## config.mk

```make
export PLATFORM = sky130hd
export DESIGN_NAME = axis_pipe_top
export DESIGN_NICKNAME = d
export VERILOG_FILES = /design/src/verilog/axis_pkg.sv /design/src/verilog/axis_skid_buf.sv /design/src/verilog/axis_fifo.sv /design/src/verilog/axis_fwd_reg.sv /design/src/verilog/axis_pipe_top.sv
export VERILOG_INCLUDE_DIRS = /design/src /design/src/verilog
export SDC_FILE = /design/constraint.sdc
export NUM_CORES = 1
export LEC_CHECK = 0
export BUFFER_PORTS_ARGS = -buffer_cell sky130_fd_sc_hd__buf_2
export CORE_MARGIN = 2
export CORE_UTILIZATION = 35
export DETAILED_ROUTE_END_ITERATION = 16
export SYNTH_ARGS = -nofsm -noshare
export SYNTH_HDL_FRONTEND = slang
export SYNTH_SLANG_ARGS = --single-unit
```

## constraint.sdc

```tcl
create_clock -name aclk -period 4.55 [get_ports aclk]
set_input_delay 0.91 -clock aclk [delete_from_list [all_inputs] [get_ports aclk]]
set_output_delay 0.91 -clock aclk [all_outputs]
set_load 0.02 [all_outputs]
```

## src/verilog/axis_defines.svh

```systemverilog
`ifndef AXIS_DEFINES_SVH
`define AXIS_DEFINES_SVH

// ====================================================================
// Stream pipeline build parameters
// ====================================================================

// Bytes per beat on every stream link
`define AXIS_DATA_BYTES 8

// Entries in the FIFO stage
// Must stay a power of two so the wrap bit compare works
`define AXIS_FIFO_DEPTH 4

`endif

```

## src/verilog/axis_pkg.sv

```systemverilog
`default_nettype none

`include "axis_defines.svh"

package axis_pkg;

    // ================================================================
    // Beat field types
    // ================================================================

    // Data bus width in bits
    localparam int AXIS_DATA_BITS = `AXIS_DATA_BYTES * 8;

    // Beat data
    typedef logic [AXIS_DATA_BITS-1:0] axis_data_t;

    // Byte enables, one per data byte
    typedef logic [`AXIS_DATA_BYTES-1:0] axis_keep_t;

endpackage

`default_nettype wire

```

## src/verilog/axis_skid_buf.sv

```systemverilog
`timescale 1ns/10ps
`default_nettype none

module axis_skid_buf (
    input  logic                 aclk,
    input  logic                 arst_n,
    // Slave side
    input  logic                 s_tvalid,
    output logic                 s_tready,
    input  axis_pkg::axis_data_t s_tdata,
    input  axis_pkg::axis_keep_t s_tkeep,
    input  logic                 s_tlast,
    // Master side
    output logic                 m_tvalid,
    input  logic                 m_tready,
    output axis_pkg::axis_data_t m_tdata,
    output axis_pkg::axis_keep_t m_tkeep,
    output logic                 m_tlast
);
    import axis_pkg::*;

    // Skid register holding one beat caught during a stall
    axis_data_t skid_tdata;
    axis_keep_t skid_tkeep;
    logic       skid_tlast;
    logic       skid_valid;
    logic       skid_valid_nxt;

    logic in_xfer;
    logic out_free;
    logic out_load;
    logic skid_load;
    logic skid_unload;

    // ================================================================
    // Handshake decode
    // ================================================================

    assign in_xfer     = s_tvalid & s_tready;
    // Output register can take a beat this cycle
    assign out_free    = m_tready | ~m_tvalid;
    assign out_load    = in_xfer & out_free;
    assign skid_load   = in_xfer & ~out_free;
    assign skid_unload = skid_valid & out_free;

    assign skid_valid_nxt = (skid_valid & ~out_free) | skid_load;

    // ================================================================
    // Control state
    // ================================================================

    always_ff @(posedge aclk or negedge arst_n) begin
        if (!arst_n) begin
            m_tvalid   <= 1'b0;
            skid_valid <= 1'b0;
            s_tready   <= 1'b0;
        end else begin
            if (out_free) begin
                m_tvalid <= skid_valid | in_xfer;
            end
            skid_valid <= skid_valid_nxt;
            // Ready is taken from the flop, not from m_tready
            s_tready   <= ~skid_valid_nxt;
        end
    end

    // ================================================================
    // Payload
    // ================================================================

    // Skid beat always leaves before a new input beat
    always_ff @(posedge aclk) begin
        if (skid_unload) begin
            m_tdata <= skid_tdata;
            m_tkeep <= skid_tkeep;
            m_tlast <= skid_tlast;
        end else if (out_load) begin
            m_tdata <= s_tdata;
            m_tkeep <= s_tkeep;
            m_tlast <= s_tlast;
        end
    end

    always_ff @(posedge aclk) begin
        if (skid_load) begin
            skid_tdata <= s_tdata;
            skid_tkeep <= s_tkeep;
            skid_tlast <= s_tlast;
        end
    end

    // ================================================================
    // Checks
    // ================================================================

    // Stalled output beat is held unchanged
    a_out_hold: assert property (@(posedge aclk) disable iff (!arst_n)
        m_tvalid && !m_tready |=>
            m_tvalid && $stable(m_tdata) && $stable(m_tkeep) && $stable(m_tlast))
        else $error("skid output changed while stalled");

    // Registered ready must keep a full skid register from reloading
    a_skid_no_overwrite: assert property (@(posedge aclk) disable iff (!arst_n)
        skid_load |-> !skid_valid)
        else $error("skid register loaded while full");

endmodule

`default_nettype wire

```

## src/verilog/axis_fifo.sv

```systemverilog
`timescale 1ns/10ps
`default_nettype none

`include "axis_defines.svh"

module axis_fifo (
    input  logic                 aclk,
    input  logic                 arst_n,
    // Slave side
    input  logic                 s_tvalid,
    output logic                 s_tready,
    input  axis_pkg::axis_data_t s_tdata,
    input  axis_pkg::axis_keep_t s_tkeep,
    input  logic                 s_tlast,
    // Master side
    output logic                 m_tvalid,
    input  logic                 m_tready,
    output axis_pkg::axis_data_t m_tdata,
    output axis_pkg::axis_keep_t m_tkeep,
    output logic                 m_tlast
);
    import axis_pkg::*;

    localparam int DEPTH = `AXIS_FIFO_DEPTH;
    localparam int PTR_W = $clog2(DEPTH);

    // Circular storage, one array per beat field
    axis_data_t mem_tdata [DEPTH];
    axis_keep_t mem_tkeep [DEPTH];
    logic       mem_tlast [DEPTH];

    // Pointers with an extra wrap bit on top
    logic [PTR_W:0] wr_ptr;
    logic [PTR_W:0] rd_ptr;
    logic [PTR_W:0] mem_count;

    logic mem_empty;
    logic mem_full;
    logic in_xfer;
    logic out_free;
    logic bypass;
    logic mem_wr;
    logic mem_rd;

    // ================================================================
    // Status and handshake decode
    // ================================================================

    assign mem_empty = (wr_ptr == rd_ptr);
    // Same index, opposite wrap bit
    assign mem_full  = (wr_ptr[PTR_W] != rd_ptr[PTR_W]) &&
                       (wr_ptr[PTR_W-1:0] == rd_ptr[PTR_W-1:0]);

    // Entries held in the array, modulo the doubled pointer range
    assign mem_count = wr_ptr - rd_ptr;

    assign s_tready = ~mem_full;
    assign in_xfer  = s_tvalid & s_tready;
    assign out_free = m_tready | ~m_tvalid;

    // Empty storage and a free head register let the beat skip the array
    assign bypass = in_xfer & out_free & mem_empty;
    assign mem_wr = in_xfer & ~bypass;
    assign mem_rd = out_free & ~mem_empty;

    // ================================================================
    // Storage array
    // ================================================================

    always_ff @(posedge aclk) begin
        if (mem_wr) begin
            mem_tdata[wr_ptr[PTR_W-1:0]] <= s_tdata;
            mem_tkeep[wr_ptr[PTR_W-1:0]] <= s_tkeep;
            mem_tlast[wr_ptr[PTR_W-1:0]] <= s_tlast;
        end
    end

    always_ff @(posedge aclk or negedge arst_n) begin
        if (!arst_n) begin
            wr_ptr <= '0;
            rd_ptr <= '0;
        end else begin
            if (mem_wr) begin
                wr_ptr <= wr_ptr + 1'b1;
            end
            if (mem_rd) begin
                rd_ptr <= rd_ptr + 1'b1;
            end
        end
    end

    // ================================================================
    // Registered head entry
    // ================================================================

    always_ff @(posedge aclk or negedge arst_n) begin
        if (!arst_n) begin
            m_tvalid <= 1'b0;
        end else if (out_free) begin
            m_tvalid <= mem_rd | bypass;
        end
    end

    // Oldest stored beat wins over the bypass path
    always_ff @(posedge aclk) begin
        if (mem_rd) begin
            m_tdata <= mem_tdata[rd_ptr[PTR_W-1:0]];
            m_tkeep <= mem_tkeep[rd_ptr[PTR_W-1:0]];
            m_tlast <= mem_tlast[rd_ptr[PTR_W-1:0]];
        end else if (bypass) begin
            m_tdata <= s_tdata;
            m_tkeep <= s_tkeep;
            m_tlast <= s_tlast;
        end
    end

    // ================================================================
    // Checks
    // ================================================================

    // A write past full would push the count beyond the depth
    a_no_write_full: assert property (@(posedge aclk) disable iff (!arst_n)
        mem_wr |=> mem_count <= DEPTH)
        else $error("fifo written while full");

    // A read from empty would wrap the count to the top of its range
    a_no_read_empty: assert property (@(posedge aclk) disable iff (!arst_n)
        mem_rd |=> mem_count < DEPTH)
        else $error("fifo read while empty");

endmodule

`default_nettype wire

```

## src/verilog/axis_fwd_reg.sv

```systemverilog
`timescale 1ns/10ps
`default_nettype none

module axis_fwd_reg (
    input  logic                 aclk,
    input  logic                 arst_n,
    // Slave side
    input  logic                 s_tvalid,
    output logic                 s_tready,
    input  axis_pkg::axis_data_t s_tdata,
    input  axis_pkg::axis_keep_t s_tkeep,
    input  logic                 s_tlast,
    // Master side
    output logic                 m_tvalid,
    input  logic                 m_tready,
    output axis_pkg::axis_data_t m_tdata,
    output axis_pkg::axis_keep_t m_tkeep,
    output logic                 m_tlast
);
    import axis_pkg::*;

    logic in_xfer;

    // ================================================================
    // Handshake
    // ================================================================

    // Register is free when empty or emptying this cycle
    assign s_tready = ~m_tvalid | m_tready;
    assign in_xfer  = s_tvalid & s_tready;

    always_ff @(posedge aclk or negedge arst_n) begin
        if (!arst_n) begin
            m_tvalid <= 1'b0;
        end else if (s_tready) begin
            m_tvalid <= s_tvalid;
        end
    end

    // ================================================================
    // Payload
    // ================================================================

    always_ff @(posedge aclk) begin
        if (in_xfer) begin
            m_tdata <= s_tdata;
            m_tkeep <= s_tkeep;
            m_tlast <= s_tlast;
        end
    end

    // Sink sees the same beat until it takes it
    a_out_hold: assert property (@(posedge aclk) disable iff (!arst_n)
        m_tvalid && !m_tready |=>
            m_tvalid && $stable(m_tdata) && $stable(m_tkeep) && $stable(m_tlast))
        else $error("forward register output changed while stalled");

endmodule

`default_nettype wire

```

## src/verilog/axis_pipe_top.sv

```systemverilog
`timescale 1ns/10ps
`default_nettype none

module axis_pipe_top (
    input  logic                 aclk,
    input  logic                 arst_n,
    // Slave side
    input  logic                 s_tvalid,
    output logic                 s_tready,
    input  axis_pkg::axis_data_t s_tdata,
    input  axis_pkg::axis_keep_t s_tkeep,
    input  logic                 s_tlast,
    // Master side
    output logic                 m_tvalid,
    input  logic                 m_tready,
    output axis_pkg::axis_data_t m_tdata,
    output axis_pkg::axis_keep_t m_tkeep,
    output logic                 m_tlast
);
    import axis_pkg::*;

    // Skid buffer to FIFO
    logic       skid_tvalid;
    logic       skid_tready;
    axis_data_t skid_tdata;
    axis_keep_t skid_tkeep;
    logic       skid_tlast;

    // FIFO to forward register
    logic       fifo_tvalid;
    logic       fifo_tready;
    axis_data_t fifo_tdata;
    axis_keep_t fifo_tkeep;
    logic       fifo_tlast;

    // ================================================================
    // Stage chain
    // ================================================================

    axis_skid_buf u_skid (
        .aclk     (aclk),
        .arst_n   (arst_n),
        .s_tvalid (s_tvalid),
        .s_tready (s_tready),
        .s_tdata  (s_tdata),
        .s_tkeep  (s_tkeep),
        .s_tlast  (s_tlast),
        .m_tvalid (skid_tvalid),
        .m_tready (skid_tready),
        .m_tdata  (skid_tdata),
        .m_tkeep  (skid_tkeep),
        .m_tlast  (skid_tlast)
    );

    axis_fifo u_fifo (
        .aclk     (aclk),
        .arst_n   (arst_n),
        .s_tvalid (skid_tvalid),
        .s_tready (skid_tready),
        .s_tdata  (skid_tdata),
        .s_tkeep  (skid_tkeep),
        .s_tlast  (skid_tlast),
        .m_tvalid (fifo_tvalid),
        .m_tready (fifo_tready),
        .m_tdata  (fifo_tdata),
        .m_tkeep  (fifo_tkeep),
        .m_tlast  (fifo_tlast)
    );

    axis_fwd_reg u_fwd (
        .aclk     (aclk),
        .arst_n   (arst_n),
        .s_tvalid (fifo_tvalid),
        .s_tready (fifo_tready),
        .s_tdata  (fifo_tdata),
        .s_tkeep  (fifo_tkeep),
        .s_tlast  (fifo_tlast),
        .m_tvalid (m_tvalid),
        .m_tready (m_tready),
        .m_tdata  (m_tdata),
        .m_tkeep  (m_tkeep),
        .m_tlast  (m_tlast)
    );

endmodule

`default_nettype wire

```

=== Word-level counts from Yosys, hierarchy flattened ===
Memory sizes are Yosys's and may differ from the RTL's.
Cells that the tools add are included.

* Add/sub/neg operators: 2
* Equality and inequality tests: 3
* Mux-type cells: 14
* Bitwise gates (word level): 25
* Reduce and logical (&&, ||, !) cells: 3

{| class="wikitable"
|+ Operators by type and width
! operator !! count
|-
| 64-bit 2-to-1 mux || 4
|-
| 8-bit 2-to-1 mux || 4
|-
| 1-bit bitwise AND || 11
|-
| 1-bit NOT || 8
|-
| 3-bit by 1-bit adder with 3-bit output (second input constant) || 2
|-
| 1-bit 2-to-1 mux || 6
|-
| 1-bit bitwise OR || 6
|-
| 2-bit nonzero test || 2
|-
| 3-bit == test || 1
|-
| 2-bit == test || 1
|-
| 1-bit logical AND || 1
|-
| 1-bit != test || 1
|}

* Logic and storage cells: 69
* Bits of input ports: 77
* Bits in writable memories: 292
* Register bits: 303
* Memories kept: 3
* Output and inout port bits: 75

{| class="wikitable"
|+ Memory list
! memory !! words !! bits a word !! read ports !! clocked after Yosys merged registers in !! write ports !! line !! text
|-
| u_fifo.mem_tdata || 4 || 64 || 1 || 0 || 1 || axis_fifo.sv:28 || <nowiki>axis_data_t mem_tdata [DEPTH];</nowiki>
|-
| u_fifo.mem_tkeep || 4 || 8 || 1 || 0 || 1 || axis_fifo.sv:29 || <nowiki>axis_keep_t mem_tkeep [DEPTH];</nowiki>
|-
| u_fifo.mem_tlast || 4 || 1 || 1 || 0 || 1 || axis_fifo.sv:30 || <nowiki>logic mem_tlast [DEPTH];</nowiki>
|}

=== Longest topological paths before layout ===
Gate-level depths: netlist of the first run.

* Depth in word-level cells: 10
* Gate-level depth with buffers: 5
* Gate-level depth less buffers: 4

=== By module ===
Synthesis of the first run repeated with hierarchy kept, for this count alone.

* Cells, all modules: 896
* Area total of the unflattened synthesis: 22166.3 um2

{| class="wikitable"
|+ Modules (own cells, without submodules)
! module !! area an instance (um2) !! sequential area each (um2) !! instances !! cells an instance
|-
| axis_fifo || 14237.4 || 11135.7 || 1 || 580
|-
| axis_skid_buf || 5683.0 || 4459.3 || 1 || 239
|-
| axis_fwd_reg || 2245.9 || 2217.1 || 1 || 77
|}

=== Least setup slack after synthesis of the first run ===
No wires, ideal clock.

* Kind: in2reg
* Start: input port m_tready
* End: memory u_fifo.mem_tdata[3][0] (netlist name) (enable)
* Setup time: 0.504 ns
* Data arrival time: 4.318 ns
* Required time: 4.046 ns
* Stages: 4
* Setup slack: -0.272 ns
* Buffers on the path: 0
* Cell sequence: nand3b_1 > nor2_1 > nor2_1 > nor2_1

* Cells in the longest elaborated chain, start to end: 8

{| class="wikitable"
|+ RTL lines
! item !! line !! text
|-
| from (decl) || axis_pipe_top.sv:15 || <nowiki>input logic m_tready,</nowiki>
|-
| 1-bit bitwise OR || axis_fwd_reg.sv:29 || <nowiki>assign s_tready = ~m_tvalid | m_tready;</nowiki>
|-
| 1-bit bitwise OR || axis_fifo.sv:59 || <nowiki>assign out_free = m_tready | ~m_tvalid;</nowiki>
|-
| 1-bit bitwise AND (2 in a row) || axis_fifo.sv:62 || <nowiki>assign bypass = in_xfer & out_free & mem_empty;</nowiki>
|-
| 1-bit NOT || axis_fifo.sv:63 || <nowiki>assign mem_wr = in_xfer & ~bypass;</nowiki>
|-
| 1-bit bitwise AND || axis_fifo.sv:63 ||
|-
| 1-bit 2-to-1 mux || axis_fifo.sv:71 || <nowiki>if (mem_wr) begin</nowiki>
|-
| 1-bit 2-to-1 mux (not written as such) || axis_fifo.sv:72 || <nowiki>mem_tdata[wr_ptr[PTR_W-1:0]] <= s_tdata;</nowiki>
|-
| to (decl) || axis_fifo.sv:28 ||
|}

No other way between the ends.

=== Final worst setup path of the first run ===
* Start: register u_fifo.rd_ptr[1]
* End: register u_skid.skid_tkeep[0] (enable)

* Cells in the longest elaborated chain, start to end: 6

{| class="wikitable"
|+ RTL lines
! item !! line !! text
|-
| from (decl) || axis_fifo.sv:34 || <nowiki>logic [PTR_W:0] rd_ptr;</nowiki>
|-
| from (signal assigned) || axis_fifo.sv:87 || <nowiki>rd_ptr <= rd_ptr + 1'b1;</nowiki>
|-
| 2-bit == test || axis_fifo.sv:52 || <nowiki>(wr_ptr[PTR_W-1:0] == rd_ptr[PTR_W-1:0]);</nowiki>
|-
| 1-bit logical AND || axis_fifo.sv:51 || <nowiki>assign mem_full = (wr_ptr[PTR_W] != rd_ptr[PTR_W]) &&</nowiki>
|-
| 1-bit NOT || axis_fifo.sv:57 || <nowiki>assign s_tready = ~mem_full;</nowiki>
|-
| 1-bit bitwise OR || axis_skid_buf.sv:41 || <nowiki>assign out_free = m_tready | ~m_tvalid;</nowiki>
|-
| 1-bit NOT || axis_skid_buf.sv:43 || <nowiki>assign skid_load = in_xfer & ~out_free;</nowiki>
|-
| 1-bit bitwise AND || axis_skid_buf.sv:43 ||
|-
| net u_skid.skid_load || axis_skid_buf.sv:32 || <nowiki>logic skid_load;</nowiki>
|-
| to (signal assigned) || axis_skid_buf.sv:87 || <nowiki>skid_tkeep <= s_tkeep;</nowiki>
|-
| to (decl) || axis_skid_buf.sv:24 || <nowiki>axis_keep_t skid_tkeep;</nowiki>
|}

The timed path passes the listed nets, and every way through them passes these cells.
A chain may end at the register's enable or synchronous reset.

==> metrics.md, run 1 <==
| Metric | Value |
|---|---|
| Rows | `92` |
| Peak VDD IR | `0.436 mV` |
| Total Routing Usage GR | `12.8%` |
| Pwr Density | `743 mW/mm²` |
| DRC viols | `0` |
| Clock Latency Late Sink | `0.61 ns` |
| Synth warn | `0` |
| Syn_area_per_cell | `24.9 µm²` |
| Setup_tns | `0 ns` |
| Buffers on Ports | `151` |
| RSZ-0062 raised after global routing | `no` |
| Post-layout min period | `3.13 ns` |
| Share of cells above drive strength 1 | `43.4%` |
| P_leak | `9.04 nW` |
| Final Max Slew Viols | `0` |
| Area contributors post-synth | `edfxtp_1 (79%), mux4_2 (7.4%), mux2_4 (7.3%)` |
| Syn-to-layout area delta | `16.4%` |
| Worst Path Max Fanout | `52` |
| H-tree levels | `2` |
| Vias in the first global route | `10100` |
| R2R depth | `5` |
| Initial antenna violation count | `3` |
| Max incr delay on CP | `0.84 ns` |
| Critical Path End Type | `register` |
| Core ar. | `0.0630 mm²` |
| Yosys top cell by area | `edfxtp_1` |
| CP cell instances | `xnor2_2, nand2_1, nor2_1, and3_4, buf_4` |
| Cell Area, Synth | `0.0223 mm²` |
| Slew of the pin with the lowest slew margin | `0.976 ns` |
| Max clock buf depth | `3` |
| Initial drt markers | `668` |
| Chip width | `256 µm` |
| Nets | `1179` |
| Final GP Congestion | `0.676` |
| Total wire length | `42000 µm` |
| Post-synthesis cell type count | `34` |
| Asr flop ratio synth | `1.85%` |
| Hpwl dp | `23900 µm` |
| Setup crit start kind | `register` |
| Starting Density | `35.4%` |
| Top-area cell type share of the netlist area | `78.7%` |
| Vias per std cell | `4.59` |
| Vias | `9155` |
| Final Setup Violations | `0` |
| Clock Pin Slew Worst Setup and Hold Paths | `0.06 ns` |
| Most frequent cells in the layout | `edfxtp_1 (584), buf_2 (151), mux2_4 (109)` |
| Layout Skew | `0.0195 ns` |
| Min-delay worst type | `input port to asynchronous set/reset pin` |
| Family with the most delay on the worst path | `simple AND/OR/NAND/NOR gates` |
| Num CTS Buffers | `61` |
| Die height | `256 µm` |
| Dominant synthesized flop cell | `edfxtp_1` |
| Tcrit/Tclk final | `68.8%` |
| Gate count after technology mapping | `895` |
| Die area | `0.0657 mm²` |
| Clock Sinks | `595` |
| Slew margin rel. | `34.8%` |
| DR WL/cell | `21.1 µm` |
| Fmax achieved | `0.320 GHz` |
| Post-CTS setup buffer count | `0` |
| Post-synthesis sequential area ratio | `79.9%` |
| CTS tree | `built` |
| First-pass GRT wire length | `63400 µm` |
| Crit path kind | `register to register` |
| Largest net degree at the start of global routing | `74` |
| Synth Register Bits | `595` |
| Hold_buf cts | `0` |
| DRT Pass-1 Iters | `5` |
| Post-route ant nets | `0` |
| WP buf/inv | `1` |
| Crit path DAT | `3.43 ns` |
| Syn nets | `977` |
| Status | `finished clean` |
| CP max-delay cell | `and3_4` |
| R2r endpoint | `u_skid.skid_tkeep[0]$_DFFE_PP_` |
| Final Hold Vio Count | `0` |
| Clk root buf | `clkbuf_16` |
| Post-synth EDFFs | `584` |
| GRT overflow | `0` |
| Most common cell after layout, fill and taps aside | `edfxtp_1` |
| Flop2flop setup slack | `1.42 ns` |
| # Max-Cap Violations | `0` |
| Critical path required time | `4.85 ns` |
| Worst hold slack | `0.178 ns` |
| Ant. Diodes | `0` |
| Fillers | `5514` |
| Io pins | `152` |
| Post-cts sizing count | `0` |
| FF-to-FF Start | `u_fifo.rd_ptr[1]$_DFFE_PN0P_` |
[worst register-to-register path, cell delays in order (launching register included)]
cell,delay [ns]
dfrtp_4,0.72
xnor2_2,0.39
nand2_1,0.22
nor2_1,0.27
and3_4,0.84
buf_4,0.40
[cells in the mapped netlist, types with 2 or more instances]
cell	instances
and2_1	4
buf_12	11
buf_2	5
buf_4	2
buf_6	8
clkbuf_1	4
dfrtp_1	11
edfxtp_1	584
ha_1	5
inv_1	4
mux2_2	38
mux2_4	109
mux4_2	73
nand2_1	7
nand2b_1	2
nor2_1	7
xnor2_1	3
xnor2_2	2
[flip-flops by register name, indices dropped and copies added (netlist names), 3 cells and up]
register and cells:
u_fifo.rd_ptr 3, u_fwd.m_tkeep 8, u_fifo.mem_tlast 4, u_skid.m_tdata 64, u_skid.skid_tkeep 8, u_fifo.m_tdata 64
u_fifo.mem_tdata 256, u_fifo.m_tkeep 8, u_skid.skid_tdata 64, u_fifo.wr_ptr 3, u_fwd.m_tdata 64, u_skid.m_tkeep 8
u_fifo.mem_tkeep 32
[through the flow]
stage	worst slack, ns	instance area, µm²	util (%)	instances	total power [mW]
after floorplan	0.933	22300	-	895	13.1
after global placement	1.45	24000	38.1	1880	14.5
after detailed placement	1.39	24000	38.1	1880	14.6
after CTS	1.38	25900	41.2	1993	19.6
after global routing	1.24	25900	41.2	1993	20.3
final	1.42	25900	41.2	1993	19.3
[how the worst max path moves through the flow]
stage	end	depth (start not counted)	slack [ns]	from
finish	u_skid.skid_tkeep[0]$_DFFE_PP_	5	1.42	u_fifo.rd_ptr[1]$_DFFE_PN0P_
global route	u_skid.skid_tkeep[0]$_DFFE_PP_	5	1.24	u_fifo.rd_ptr[1]$_DFFE_PN0P_
CTS	u_skid.skid_tkeep[0]$_DFFE_PP_	5	1.38	u_fifo.rd_ptr[1]$_DFFE_PN0P_
detailed placement	u_skid.skid_tkeep[6]$_DFFE_PP_	5	1.39	u_fifo.rd_ptr[1]$_DFFE_PN0P_
global placement	u_skid.skid_tkeep[0]$_DFFE_PP_	5	1.45	u_fifo.rd_ptr[1]$_DFFE_PN0P_
floorplan	u_fifo.mem_tdata[3][0]$_DFFE_PP_	4	0.93	m_tready
[power breakdown]
| part | total (mW) | switching (mW) | internal (mW) |
|---|---|---|---|
| Combinational | 4.68 | 2.54 | 2.14 |
| Sequential | 9.67 | 0.880 | 8.79 |
| Clock | 4.92 | 2.09 | 2.82 |
[layer usage]
layer / GRT usage (%) / part of all wire (%) / up-vias
li1: - / - / 4107
met2: 22.0 / 50 / 169
met1: 16.4 / 44 / 4821
met4: 3.90 / 2.1 / 4
met3: 2.54 / 3.9 / 54
met5: 0 / 0.057 / -
[area by class of cell]
class | instances | area [µm²] | area share, %
clock inverters | 40 | 395 | 1.52
inverters | 4 | 15.0 | 0.0579
well taps | 846 | 1060 | 4.08
repair buffers | 170 | 948 | 3.66
multi-input cells | 265 | 4120 | 15.9
flip-flops and latches | 595 | 17800 | 68.7
clock buffers | 73 | 1570 | 6.06
[kinds of logic after synthesis]
group	share of synthesized area, %
adder cells (fa/ha/maj)	0.281
XOR/XNOR	0.376
flip-flops	79.9
AO/OA/AOI/OAI	0.225
AND/OR/NAND/NOR	0.713
multiplexers	16.7
buffers and inverters	1.72
Note: power is estimated with default switching activity, not from simulation.
==> run 2, diff against run 1 <==
==> constraint.sdc (replaced) <==
create_clock -name aclk -period 3.1 [get_ports aclk]
set_input_delay 0.62 -clock aclk [delete_from_list [all_inputs] [get_ports aclk]]
set_output_delay 0.62 -clock aclk [all_outputs]
set_load 0.02 [all_outputs]
==> metrics.md, run 2 (synthesized netlist as in run 1, its figures left out) <==
| Metric | Value |
|---|---|
| Register area | `0.0178 mm² (unchanged)` |
| Starting Density | `35.4% (unchanged)` |
| Max clock buf depth | `3 (unchanged)` |
| Most common cell after layout, fill and taps aside | `edfxtp_1 (unchanged)` |
| Largest net degree at the start of global routing | `76 (was 74)` |
| P_leak | `9.00 nW (was 9.04 nW)` |
| Final Hold Vio Count | `0 (unchanged)` |
| Largest register FFs | `256 (unchanged)` |
| H-tree levels | `2 (unchanged)` |
| Total wire length | `42500 µm (was 42000 µm)` |
| Hpwl dp | `23900 µm (about the same)` |
| Critical path required time | `3.35 ns (was 4.85 ns)` |
| Post-CTS setup buffer count | `0 (unchanged)` |
| DRC viols | `0 (unchanged)` |
| Slew of the pin with the lowest slew margin | `0.738 ns (was 0.976 ns)` |
| CTS tree | `built (unchanged)` |
| Critical Path End Type | `register (unchanged)` |
| Die area | `0.0657 mm² (unchanged)` |
| Depth of the worst hold-timing path | `1` |
| Setup crit start kind | `register (unchanged)` |
| Crit path kind | `register to register (unchanged)` |
| Initial antenna violation count | `6 (was 3)` |
| Placed insts | `1884 (was 1880)` |
| Final Setup Violations | `0 (unchanged)` |
| Core ar. | `0.0630 mm² (unchanged)` |
| Fillers | `5492 (was 5514)` |
| Tcrit/Tclk final | `74.5% (was 68.8%)` |
| DRT Pass-1 Iters | `4 (was 5)` |
| Most frequent cells in the layout | `edfxtp_1 (584), buf_2 (151), mux2_4 (109) (unchanged)` |
| Clk root buf | `clkbuf_16 (unchanged)` |
| Final std cells w/o fill | `1987 (was 1993)` |
| Fmax achieved | `0.433 GHz (was 0.320 GHz)` |
| Peak VDD IR | `0.739 mV (was 0.436 mV)` |
| RSZ-0062 raised after global routing | `no (unchanged)` |
| Die height | `256 µm (unchanged)` |
| Final GP Congestion | `0.656 (was 0.676)` |
| Chip width | `256 µm (unchanged)` |
| Vias | `9305 (was 9155)` |
| Rows | `92 (unchanged)` |
| Vias per std cell | `4.68 (was 4.59)` |
| # Max-Cap Violations | `0 (unchanged)` |
| Initial drt markers | `628 (was 668)` |
| Share of cells above drive strength 1 | `42.2% (was 43.4%)` |
| Min-delay worst type | `input port to register (was input port to asynchronous set/reset pin)` |
| Post-layout min period | `2.31 ns (was 3.13 ns)` |
| Num CTS Buffers | `61 (unchanged)` |
| Final Max Slew Viols | `0 (unchanged)` |
| Total Routing Usage GR | `12.9% (was 12.8%)` |
| GRT overflow | `0 (unchanged)` |
| Buffers on Ports | `151 (unchanged)` |
| Worst Path Max Fanout | `23 (was 52)` |
| Crit path DAT | `2.56 ns (was 3.43 ns)` |
| R2R depth | `5 (unchanged)` |
| Layout Skew | `0.0132 ns (was 0.0195 ns)` |
| Syn-to-layout area delta | `16.2% (was 16.4%)` |
| CP cell instances | `xnor2_2, nand2_1, nor2_1, and3_4, buf_4 (unchanged)` |
| Slew margin rel. | `50.8% (was 34.8%)` |
| Io pins | `152 (unchanged)` |
| Pre-CTS setup slack | `0.701 ns (was 1.39 ns)` |
| Nets | `1184 (was 1179)` |
| Clock Sinks | `595 (unchanged)` |
| Max incr delay on CP | `0.50 ns (was 0.84 ns)` |
| Clock Latency Late Sink | `0.60 ns (was 0.61 ns)` |
| Post-route ant nets | `0 (unchanged)` |
| CP max-delay cell | `dfrtp_4 (was and3_4)` |
| Status | `finished clean (unchanged)` |
| Setup ws final | `0.790 ns (was 1.42 ns)` |
| Multi-input combinational cell area | `0.00412 mm² (unchanged)` |
| Clock Pin Slew Worst Setup and Hold Paths | `0.06 ns (about the same)` |
| Vias in the first global route | `10100 (about the same)` |
| Pwr Density | `1080 mW/mm² (was 743 mW/mm²)` |
| DR WL/cell | `21.4 µm (was 21.1 µm)` |
| First-pass GRT wire length | `63700 µm (was 63400 µm)` |
## run 2: cell types whose count changed in the layout (fill, tap and decap cells not counted), sizes merged
cell / previous run / this run
clkbuf: 73 / 78
inv: 12 / 5
bufinv: 6 / 2
clkinv: 24 / 18
diode: 0 / 3
dlygate4sd3: 0 / 1
buf: 170 / 174
clkinvlp: 2 / 0
## run 2: power breakdown
group	internal (mW)	total (mW)	switching, mW
sequential	12.9	14.0	1.15
clock	3.73	6.57	2.84
combinational	3.30	7.25	3.94
## run 2: timing repair
action | in CTS | in global routing
hold buffers | 1 | 0
endpoints found under the hold margin | 11 | 0
gates resized for setup | 0 | 0
## run 2: worst paths after layout
kind	from	to	slack [ns]
setup / recovery	u_fifo.rd_ptr[1]$_DFFE_PN0P_	u_skid.skid_tkeep[2]$_DFFE_PP_	0.79
hold / removal	s_tdata[58]	u_skid.skid_tdata[58]$_DFFE_PP_	0.21
setup reg to reg	u_fifo.rd_ptr[1]$_DFFE_PN0P_	u_skid.skid_tkeep[2]$_DFFE_PP_	0.79
min in group asynchronous	arst_n	u_fifo.wr_ptr[0]$_DFFE_PN0P_	0.44
hold reg to reg	u_fifo.m_tdata[12]$_DFFE_PP_	u_fwd.m_tdata[12]$_DFFE_PP_	0.41
max in group asynchronous	arst_n	u_fifo.rd_ptr[0]$_DFFE_PN0P_	2.39
## run 2: area by class of cell
cell class	instances	share of cell area, %
Timing Repair Buffer	175	4.40
Tap cell	846	4.09
Multi-Input combinational cell	265	15.9
Clock buffer	78	6.14
Clock inverter	21	0.570
Sequential cell	595	68.8
Inverter	4	0.0580
Antenna cell	3	0.0290
## run 2: worst max-delay path, delay by kind of cell (launching register included)
kind,cells,cell delay (ns)
xor+xnor,1,0.32
flops,1,0.50
simple gates,3,0.76
buf+inv,1,0.37
## run 2: per-stage QoR
step           utilization, %  hold slack (ns)  TNS, ns  total power, mW  area [µm²]
6_report                 41.1            0.212        0             27.9       25900
4_1_cts                  41.1            0.162        0             28.4       25900
5_1_grt                  41.1            0.174        0             29.2       25900
3_3_place_gp             38.3            0.404        0             21.5       24100
3_5_place_dp             38.3            0.405        0             21.6       24100
2_1_floorplan               -            0.324    -9.60             19.2       22300
## run 2: metal layers
metal,vias to the layer above,wire (µm),global-route usage (%)
met4,2,1100,4.66
met2,201,20500,21.2
met3,81,1780,2.46
met1,4908,19100,17.0
li1,4113,-,-
met5,-,11,0
==> run 3, diff against run 2 <==
==> constraint.sdc (replaced) <==
create_clock -name aclk -period 2.11 [get_ports aclk]
set_input_delay 0.422 -clock aclk [delete_from_list [all_inputs] [get_ports aclk]]
set_output_delay 0.422 -clock aclk [all_outputs]
set_load 0.02 [all_outputs]
==> metrics.md, run 3 (synthesized netlist as in run 1, its figures left out) <==
| Metric | Value |
|---|---|
| Peak VDD IR | `0.842 mV (was 0.739 mV)` |
| DR WL/cell | `20.9 µm (was 21.4 µm)` |
| Final Max Slew Viols | `0 (unchanged)` |
| GRT overflow | `0 (unchanged)` |
| Syn-to-layout area delta | `22.5% (was 16.2%)` |
| Min-delay worst type | `input port to register (unchanged)` |
| Chip width | `256 µm (unchanged)` |
| # Max-Cap Violations | `0 (unchanged)` |
| Status | `finished clean (unchanged)` |
| WP buf/inv | `1 (unchanged)` |
| Die height | `256 µm (unchanged)` |
| Layout Skew | `0.0170 ns (was 0.0132 ns)` |
| Critical path required time | `2.44 ns (was 3.35 ns)` |
| Initial drt markers | `665 (was 628)` |
| Family with the most delay on the worst path | `flip-flops (was simple AND/OR/NAND/NOR gates)` |
| DRC viols | `0 (unchanged)` |
| Clock Pin Slew Worst Setup and Hold Paths | `0.06 ns (about the same)` |
| Final Hold Vio Count | `0 (unchanged)` |
| Clk root buf | `clkbuf_16 (unchanged)` |
| Most common cell after layout, fill and taps aside | `edfxtp_1 (unchanged)` |
| Placed insts | `1913 (was 1884)` |
| Largest register FFs | `256 (unchanged)` |
| Share of cells above drive strength 1 | `43.2% (was 42.2%)` |
| Total wire length | `43500 µm (was 42500 µm)` |
| Most frequent cells in the layout | `edfxtp_1 (584), buf_2 (151), mux2_4 (109) (unchanged)` |
| Crit path kind | `register to register (unchanged)` |
| Max clock buf depth | `3 (unchanged)` |
| Nets | `1269 (was 1184)` |
| DRT Pass-1 Iters | `4 (unchanged)` |
| First-pass GRT wire length | `65100 µm (was 63700 µm)` |
| Critical Path End Type | `register (unchanged)` |
| Vias per std cell | `4.63 (was 4.68)` |
| Total power | `43.8 mW (was 27.9 mW)` |
| RSZ-0062 raised after global routing | `no (unchanged)` |
| Vias in the first global route | `10300 (was 10100)` |
| Fmax achieved | `0.490 GHz (was 0.433 GHz)` |
| Worst Path Max Fanout | `27 (was 23)` |
| Ant. Diodes | `0 (was 3)` |
| Rows | `92 (unchanged)` |
| Vias | `9642 (was 9305)` |
| Final Setup Violations | `0 (unchanged)` |
| Core ar. | `0.0630 mm² (unchanged)` |
| Post-route ant nets | `0 (unchanged)` |
| Max incr delay on CP | `0.50 ns (about the same)` |
| Hpwl dp | `26100 µm (was 23900 µm)` |
| Crit path DAT | `2.37 ns (was 2.56 ns)` |
| Starting Density | `35.4% (unchanged)` |
| Post-CTS setup buffer count | `0 (unchanged)` |
| Pwr Density | `1610 mW/mm² (was 1080 mW/mm²)` |
| Tcrit/Tclk final | `96.7% (was 74.5%)` |
| Post-layout min period | `2.04 ns (was 2.31 ns)` |
| Slew margin rel. | `63.5% (was 50.8%)` |
| CP max-delay cell | `dfrtp_4 (unchanged)` |
| Final std cells w/o fill | `2083 (was 1987)` |
| Io pins | `152 (unchanged)` |
| CTS tree | `built (unchanged)` |
| Die area | `0.0657 mm² (unchanged)` |
| Slew of the pin with the lowest slew margin | `0.548 ns (was 0.738 ns)` |
| Initial antenna violation count | `2 (was 6)` |
| Buffers on Ports | `151 (unchanged)` |
| P_leak | `9.64 nW (was 9.00 nW)` |
| Num CTS Buffers | `66 (was 61)` |
| Setup crit start kind | `register (unchanged)` |
| Total Routing Usage GR | `13.3% (was 12.9%)` |
| H-tree levels | `3 (was 2)` |
| CP cell instances | `xnor2_2, nand4_4, nand2_8, buf_12, mux2_2 (was xnor2_2, nand2_1, nor2_1, and3_4, buf_4)` |
| Clock Latency Late Sink | `0.59 ns (was 0.60 ns)` |
| Clock Sinks | `595 (unchanged)` |
| Largest net degree at the start of global routing | `76 (unchanged)` |
| Final GP Congestion | `0.730 (was 0.656)` |
==> run 3: cell types whose count changed in the layout (fill, tap and decap cells not counted), sizes merged <==
| cell | previous run | this run |
|---|---|---|
| diode | 3 | 0 |
| buf | 174 | 203 |
| clkinv | 18 | 27 |
| clkbuf | 78 | 77 |
| clkinvlp | 0 | 1 |
| inv | 5 | 8 |
| dlygate4sd3 | 1 | 52 |
| bufinv | 2 | 9 |
==> run 3: worst reg2reg max path, cell delays in order (launching register included) <==
cell and delay, ns:
dfrtp_4 0.50, xnor2_2 0.33, nand4_4 0.19, nand2_8 0.14
buf_12 0.25, mux2_2 0.38
==> run 3: worst paths after layout <==
| check | cells after the start | endpoint | startpoint | slack [ns] |
|---|---|---|---|---|
| setup / recovery | 5 | u_skid.m_tkeep[7]$_DFFE_PP_ | u_fifo.rd_ptr[1]$_DFFE_PN0P_ | 0.07 |
| hold / removal | 1 | u_skid.skid_tdata[36]$_DFFE_PP_ | s_tdata[36] | 0.04 |
| setup reg to reg | 5 | u_skid.m_tkeep[7]$_DFFE_PP_ | u_fifo.rd_ptr[1]$_DFFE_PN0P_ | 0.07 |
| hold reg to reg | 0 | u_fwd.m_tdata[56]$_DFFE_PP_ | u_fifo.m_tdata[56]$_DFFE_PP_ | 0.41 |
| max in group asynchronous | 2 | u_fifo.rd_ptr[1]$_DFFE_PN0P_ | arst_n | 1.57 |
| min in group asynchronous | 2 | u_fwd.m_tvalid$_DFFE_PN0P_ | arst_n | 0.29 |
==> run 3: repair_timing <==
item / CTS / global route
resized for setup: 0 / 2
setup endpoints to repair: 0 / 17
hold buffers: 52 / 0
endpoints found under the hold margin: 62 / 0
==> run 3: final cells by class <==
type | count | area, µm²
clock buffer | 77 | 1710
clock inverter | 41 | 459
fill | 5389 | 35700
inverter | 4 | 15.0
multi-input combinational | 265 | 4130
sequential | 595 | 17800
tap | 846 | 1060
timing repair buffer | 255 | 2100
==> run 3: per-layer routing <==
metal | routed length (µm) | vias to the layer above | global-route usage [%]
li1 | - | 4298 | -
met3 | 1720 | 81 | 2.88
met1 | 19600 | 5072 | 17.8
met2 | 21200 | 187 | 21.7
met4 | 915 | 4 | 4.17
met5 | 27 | - | 0
==> run 3: power breakdown <==
part           switching, mW  internal [mW]  total (mW)
Sequential              1.70           18.9        20.6
Combinational           6.04           5.66        11.7
Clock                   4.55           6.94        11.5
==> run 3: metrics by stage <==
stage / area, µm² / hold slack [ns] / worst slack [ns] / TNS (ns) / util [%]
final: 27300 / 0.0394 / 0.0695 / 0 / 43.4
after global routing: 27300 / 0.00954 / 0.00366 / 0 / 43.4
after CTS: 27300 / 0.000153 / 0.0484 / 0 / 43.3
after detailed placement: 24600 / 0.315 / 0.0528 / 0 / 39.1
after global placement: 24600 / 0.319 / 0.0649 / 0 / 39.1
after floorplan: 22300 / 0.126 / -0.282 / -95.18 / -
